==> src/verilog/wb_mem_defines.svh <==
`ifndef WB_MEM_DEFINES_SVH
`define WB_MEM_DEFINES_SVH

// bank depths in 32-bit words

// bank 0 holds 1 KB of data RAM
`define MEM0_WORDS 256

// bank 1 holds 512 bytes
`define MEM1_WORDS 128

// each bank owns one 4 KB region of the byte address space
`define MEM0_BASE 32'h0000_0000
`define MEM1_BASE 32'h0000_1000

// keeps the upper address bits that name a 4 KB region
// a bank smaller than its region shows up again every bank size inside it
`define MEM_REGION_MASK 32'hFFFF_F000

`endif

==> src/verilog/wb_mem_pkg.sv <==
package wb_mem_pkg;

    // byte address as the master drives it
    typedef logic [31:0] wb_addr_t;

    // one bus data word, also the RAM word width
    typedef logic [31:0] wb_data_t;

    // byte lane select, bit n enables data bits 8n+7 down to 8n
    typedef logic [3:0] wb_sel_t;

endpackage

==> src/verilog/wb_decoder.sv <==
`timescale 1ns/100ps

`include "wb_mem_defines.svh"

module wb_decoder
    import wb_mem_pkg::*;
(
    input  logic     clk,
    input  logic     arst_n_i,

    // master side
    input  wb_addr_t wb_adr_i,
    input  logic     wb_cyc_i,
    input  logic     wb_stb_i,
    output logic     wb_ack_o,
    output logic     wb_err_o,
    output wb_data_t wb_dat_o,

    // bank 0
    output logic     s0_cyc_o,
    output logic     s0_stb_o,
    input  logic     s0_ack_i,
    input  wb_data_t s0_dat_i,

    // bank 1
    output logic     s1_cyc_o,
    output logic     s1_stb_o,
    input  logic     s1_ack_i,
    input  wb_data_t s1_dat_i
);

    wb_addr_t region;
    logic     hit0;
    logic     hit1;
    logic     miss;
    logic     valid;
    logic     err_q;
    logic     bank1_q;  // last request went to bank 1
    logic     miss_q;   // last request hit no bank

    assign region = wb_adr_i & `MEM_REGION_MASK;
    assign hit0   = (region == `MEM0_BASE);
    assign hit1   = (region == `MEM1_BASE);
    assign miss   = ~hit0 & ~hit1;
    assign valid  = wb_cyc_i & wb_stb_i;

    // only the selected bank sees the cycle, the other one idles
    assign s0_cyc_o = wb_cyc_i & hit0;
    assign s0_stb_o = wb_stb_i & hit0;
    assign s1_cyc_o = wb_cyc_i & hit1;
    assign s1_stb_o = wb_stb_i & hit1;

    // At most one bank is addressed at a time, so a plain OR of the acks is enough.
    assign wb_ack_o = s0_ack_i | s1_ack_i;
    assign wb_err_o = err_q;

    // the request stays stable until its answer, so the choice
    // taken on the sampling edge still holds when the ack arrives
    always_ff @(posedge clk or negedge arst_n_i) begin
        if (!arst_n_i) begin
            bank1_q <= 1'b0;
            miss_q  <= 1'b0;
        end else if (valid) begin
            bank1_q <= hit1;
            miss_q  <= miss;
        end
    end

    // unmapped access gets err one cycle later, once per request
    always_ff @(posedge clk or negedge arst_n_i) begin
        if (!arst_n_i) begin
            err_q <= 1'b0;
        end else begin
            err_q <= valid & miss & ~err_q;  // a strobe held across err is not answered again
        end
    end

    always_comb begin
        if (miss_q) begin
            wb_dat_o = '0;              // error responses carry no data
        end else if (bank1_q) begin
            wb_dat_o = s1_dat_i;
        end else begin
            wb_dat_o = s0_dat_i;
        end
    end

endmodule

==> config.mk <==
export PLATFORM = sky130hd
export DESIGN_NAME = wb_decoder
export DESIGN_NICKNAME = d
export VERILOG_FILES = /design/src/verilog/wb_mem_pkg.sv /design/src/verilog/wb_decoder.sv
export VERILOG_INCLUDE_DIRS = /design/src /design/src/verilog
export SDC_FILE = /design/constraint.sdc
export NUM_CORES = 1
export LEC_CHECK = 0
export ABC_CLOCK_PERIOD_IN_PS = 1500
export BUFFER_PORTS_ARGS = -buffer_cell sky130_fd_sc_hd__buf_2
export CAP_MARGIN = 20
export CORE_MARGIN = 3
export CORE_UTILIZATION = 25
export CTS_CLUSTER_DIAMETER = 60
export DETAILED_ROUTE_END_ITERATION = 10
export PLACE_DENSITY = 0.8
export SLEW_MARGIN = 20
export SYNTH_ARGS = -nofsm -noshare
export SYNTH_HDL_FRONTEND = slang
export SYNTH_SLANG_ARGS = --single-unit
==> constraint.sdc <==
create_clock -name clk -period 1.5 [get_ports clk]
set_input_delay 0.3 -clock clk [delete_from_list [all_inputs] [get_ports clk]]
set_output_delay 0.3 -clock clk [all_outputs]
set_load 0.1 [all_outputs]
==> results of run 1 <==
## per-stage QoR
step	setup TNS (ns)	utilization
after CTS	-6.85	0.942
after detailed placement	-0.729	0.901
after global placement	-0.603	0.901
after floorplan	-5.63	-
## timing repair
item	4_1_cts
setup buffers	1
pin swaps	5
endpoints found under the hold margin	3
hold buffers	1
gates resized for setup	14
endpoints found under the setup margin	36
## logic make-up after synthesis
group	share of synthesized area
AND/OR/NAND/NOR	0.342
multiplexers	0.449
buffers and inverters	0.0702
AO/OA/AOI/OAI	0.0333
flip-flops	0.105
==> results_dict.tcl, run 1 <==
set metrics [dict create \
    status "did not finish" \
    failing_step "global routing" \
    stop_error "[ERROR DPL-0033] detailed placement checks failed during check placement." \
    numCtsBuffers 3 \
    yosysWarnings 0 \
    grt_antenna_before_repair 0 \
    yosys.area.top_type "mux2i_1" \
    row_count 18 \
    dp_hpwl_um 3790 \
    die_h_um 59.4 \
    h-tree-depth 1 \
    worst_endpoint "wb_dat_o[9]" \
    grt_max_degree 23 \
    yosysMostFrequentCell "nor2_1" \
    fp.dieW_um 59.4 \
    start_util 0.275 \
    portBuffers 127 \
    gp_congestion 0.677 \
    io_pins 140 \
    synthDistinctLibCells 19 \
    synthTopCellsByArea "mux2i_1, nor2_1, dfrtp_1" \
    worst-ep-kind "primary output" \
    dpl_cell_area_um2 2330 \
    clock_sinks 3 \
    syn_nets 201 \
    synth_top_cell_area_share 0.449 \
    synth-async-reset-ratio 1.00 \
    synthCells 99 \
    dp_slack_ns -0.246 \
    synth_edf_count 0 \
    ys_top_cells_by_count "nor2_1, mux2i_1, nand2_1" \
    clockRootBuffer "clkbuf_4" \
    ys.flop_type "dfrtp_1" \
    ys_seq_elements 3 \
    syn_area_um2 713 \
    syn_area_per_cell_um2 7.20 \
    yosysSeqAreaShare 0.105 \
    dp.cells 255 \
    cts_max_path_buffers 2 \
]
==> inputs of run 2 (changes only) <==
--- a/config.mk
+++ b/config.mk
@@ -9,11 +9,10 @@
 export ABC_CLOCK_PERIOD_IN_PS = 1500
 export BUFFER_PORTS_ARGS = -buffer_cell sky130_fd_sc_hd__buf_2
 export CAP_MARGIN = 20
-export CORE_MARGIN = 3
-export CORE_UTILIZATION = 25
-export CTS_CLUSTER_DIAMETER = 60
+export CORE_AREA = 3 3 64 66
 export DETAILED_ROUTE_END_ITERATION = 10
-export PLACE_DENSITY = 0.8
+export DIE_AREA = 0 0 67 69
+export PLACE_DENSITY_LB_ADDON = 0.15
 export SLEW_MARGIN = 20
 export SYNTH_ARGS = -nofsm -noshare
 export SYNTH_HDL_FRONTEND = slang
==> run 2 against run 1 <==
The flow now finishes, with violations (setup timing). Synthesized cell count unchanged. Synthesized area unchanged.
==> results_dict.tcl, run 2 <==
set metrics [dict create \
    status "finished with violations" \
    violations "setup timing" \
    grt_overflow_total 0 \
    grt.busiest_layer "met2" \
    worstPathArrival_ns 1.43 \
    period_minus_slack_ns 1.73 \
    grt_max_degree 18 \
    rsz0062_at_grt "true" \
    slowest_delay_ns 0.34 \
    cp_common_cell "nor4_4" \
    slowest_stage "nor4_4" \
    ff2ff_path_depth 3 \
    p_comb_frac 0.488 \
    row_count 22 \
    setup_viol 36 \
    use_met2 0.350 \
    io_pins 140 \
    insertion_delay_ns 0.22 \
    syn_area_per_cell_um2 7.20 \
    clockRootBuffer "clkbuf_8" \
    n_fill_cell 256 \
    final_cell_mix "buf_2, buf_12, nor2_4" \
    synthCells 99 \
    power_mw 0.637 \
    p_int_mw 0.421 \
    seqPwrFrac 0.131 \
    drive_gt1_frac 0.928 \
    numCtsBuffers 3 \
    tightest_slew_ns 0.494 \
    swShare 0.339 \
    cp.required_ns 1.20 \
    min_path_cells 3 \
    dp_hpwl_um 3150 \
    fin_area_um2 2770 \
    grt_use_met3 0.0358 \
    power.density_nw_per_um2 230 \
    portBuffers 127 \
    synthDistinctLibCells 19 \
    post_drt_wl_per_cell_um 14.0 \
    dpl_cell_area_um2 2380 \
    fmax_mhz 579 \
    p_clk_frac 0.381 \
    drt-initial-drc-count 10 \
    skew_ns 0 \
    ys_top_cells_by_count "nor2_1, mux2i_1, nand2_1" \
    grt_pass1_wl_um 6190 \
    synth_edf_count 0 \
    path_depth 5 \
    gp_congestion 0.743 \
    syn_area_um2 713 \
    cts_tree "done" \
    dr.pass1.iters 4 \
    final_core_util 0.762 \
    die_h_um 69 \
    critPathKind "in -> out" \
    critPathBufInv 2 \
    cts_max_path_buffers 2 \
    critPathLaunchType "input port" \
    path_clk_slew_ns 0.03 \
    num_vias 1280 \
    yosysSeqAreaShare 0.105 \
    hold_viol 0 \
    finalCritPeriodShare 1.15 \
    grt_use_met1 0.165 \
    setup_slack_ns -0.228 \
    hold_class "in -> reg" \
    synthTopCellsByArea "mux2i_1, nor2_1, dfrtp_1" \
    max_cap_violations 0 \
    nets 338 \
    ant_nets 0 \
    switchingPower_mw 0.216 \
    cp_max_fo 5 \
    ys.flop_type "dfrtp_1" \
    drc_errors 0 \
    critPathTopFamily "simple AND/OR/NAND/NOR gates" \
    r2r_slack_ns 0.38 \
    wirelength_um 3960 \
    start_util 0.196 \
    tns_ns -6.05 \
    yosysMostFrequentCell "nor2_1" \
    layout_commonest_cell "buf_2" \
    slew_headroom 0.673 \
    worstPathCellList "buf_2 -> nor4_4 -> nand2_4 -> nor4_4 -> buf_12" \
    dp_slack_ns -0.263 \
    viasPerCell 4.52 \
    synth-async-reset-ratio 1.00 \
    clock_sinks 3 \
    final_max_slew_viol_count 0 \
    synth_top_cell_area_share 0.449 \
    fp.dieArea_um2 4620 \
    h-tree-depth 1 \
    yosys.area.top_type "mux2i_1" \
    syn_to_final_growth_pct 288 \
    yosysWarnings 0 \
    syn_nets 201 \
    p_leak_nw 1.07 \
    grt_antenna_before_repair 0 \
    first_global_vias 1360 \
    end_kind "primary output" \
    ir_worst_vdd_mv 0.324 \
    ys_seq_elements 3 \
    core_area_um2 3630 \
    insertedDiodeCount 0 \
    fp.dieW_um 67 \
    track_usage 0.171 \
]
[run 2: cell counts after synthesis]
No cell type changed its count.
[run 2: per-stage QoR]
step,cells,hold WS [ns]
6_report,283,0.383
5_1_grt,283,0.407
4_1_cts,282,0.379
3_5_place_dp,275,0.0991
3_3_place_gp,275,0.0993
2_1_floorplan,99,0.00441
[run 2: final timing paths]
path / endpoint / startpoint
worst max-delay path: s0_cyc_o / wb_adr_i[13]
worst max register to register: miss_q / miss_q
max in group asynchronous: bank1_q / arst_n_i
worst min register to register: wb_err_o / wb_err_o
min in group asynchronous: wb_err_o / arst_n_i
worst min-delay path: bank1_q / wb_cyc_i
[run 2: kinds of logic after synthesis]
family | Yosys count | synth area share
and+or+nand+nor | 51 | 0.342
DFF | 3 | 0.105
muxes | 32 | 0.449
buffers and inverters | 10 | 0.0702
AOI/OAI and AO/OA | 3 | 0.0333
[run 2: repair_timing]
action                                  CTS  global route
endpoints found under the setup margin   36            36
pin swaps                                 7             0
buffers inserted                          2             1
hold buffers                              1             0
hold endpoints to repair                  3             0
gates resized for setup                  49             5
gates cloned                              0             0
[run 2: tightest hold or removal path: stages]
cell and delay (ns):
buf_2 0.12, nand3_1 0.08, o31ai_1 0.06
[run 2: power groups by stage]
stage	sequential [mW]	clock (mW)	combinational (mW)
finish	0.0836	0.243	0.311
global route	0.0837	0.256	0.333
CTS	0.0837	0.249	0.303
detailed placement	0.0846	0	0.234
global placement	0.0845	0	0.227
floorplan	0.0954	0	0.0817
[run 2: cell type report]
type / count / area, um2 / share of cell area
Timing Repair Buffer: 140 / 1360 / 0.491
Tap cell: 48 / 60.1 / 0.0217
Sequential cell: 3 / 80.1 / 0.0289
Multi-Input combinational cell: 86 / 1220 / 0.440
Inverter: 2 / 7.51 / 0.00271
Clock buffer: 4 / 45.0 / 0.0163
[run 2: per-layer routing]
layer  routed length [um]  part of all wire
met5                    0                 0
met4                   26            0.0066
met3                  323             0.082
met1                 1230              0.31
met2                 2380              0.60
No activity file was read; power rests on OpenSTA's default activity.
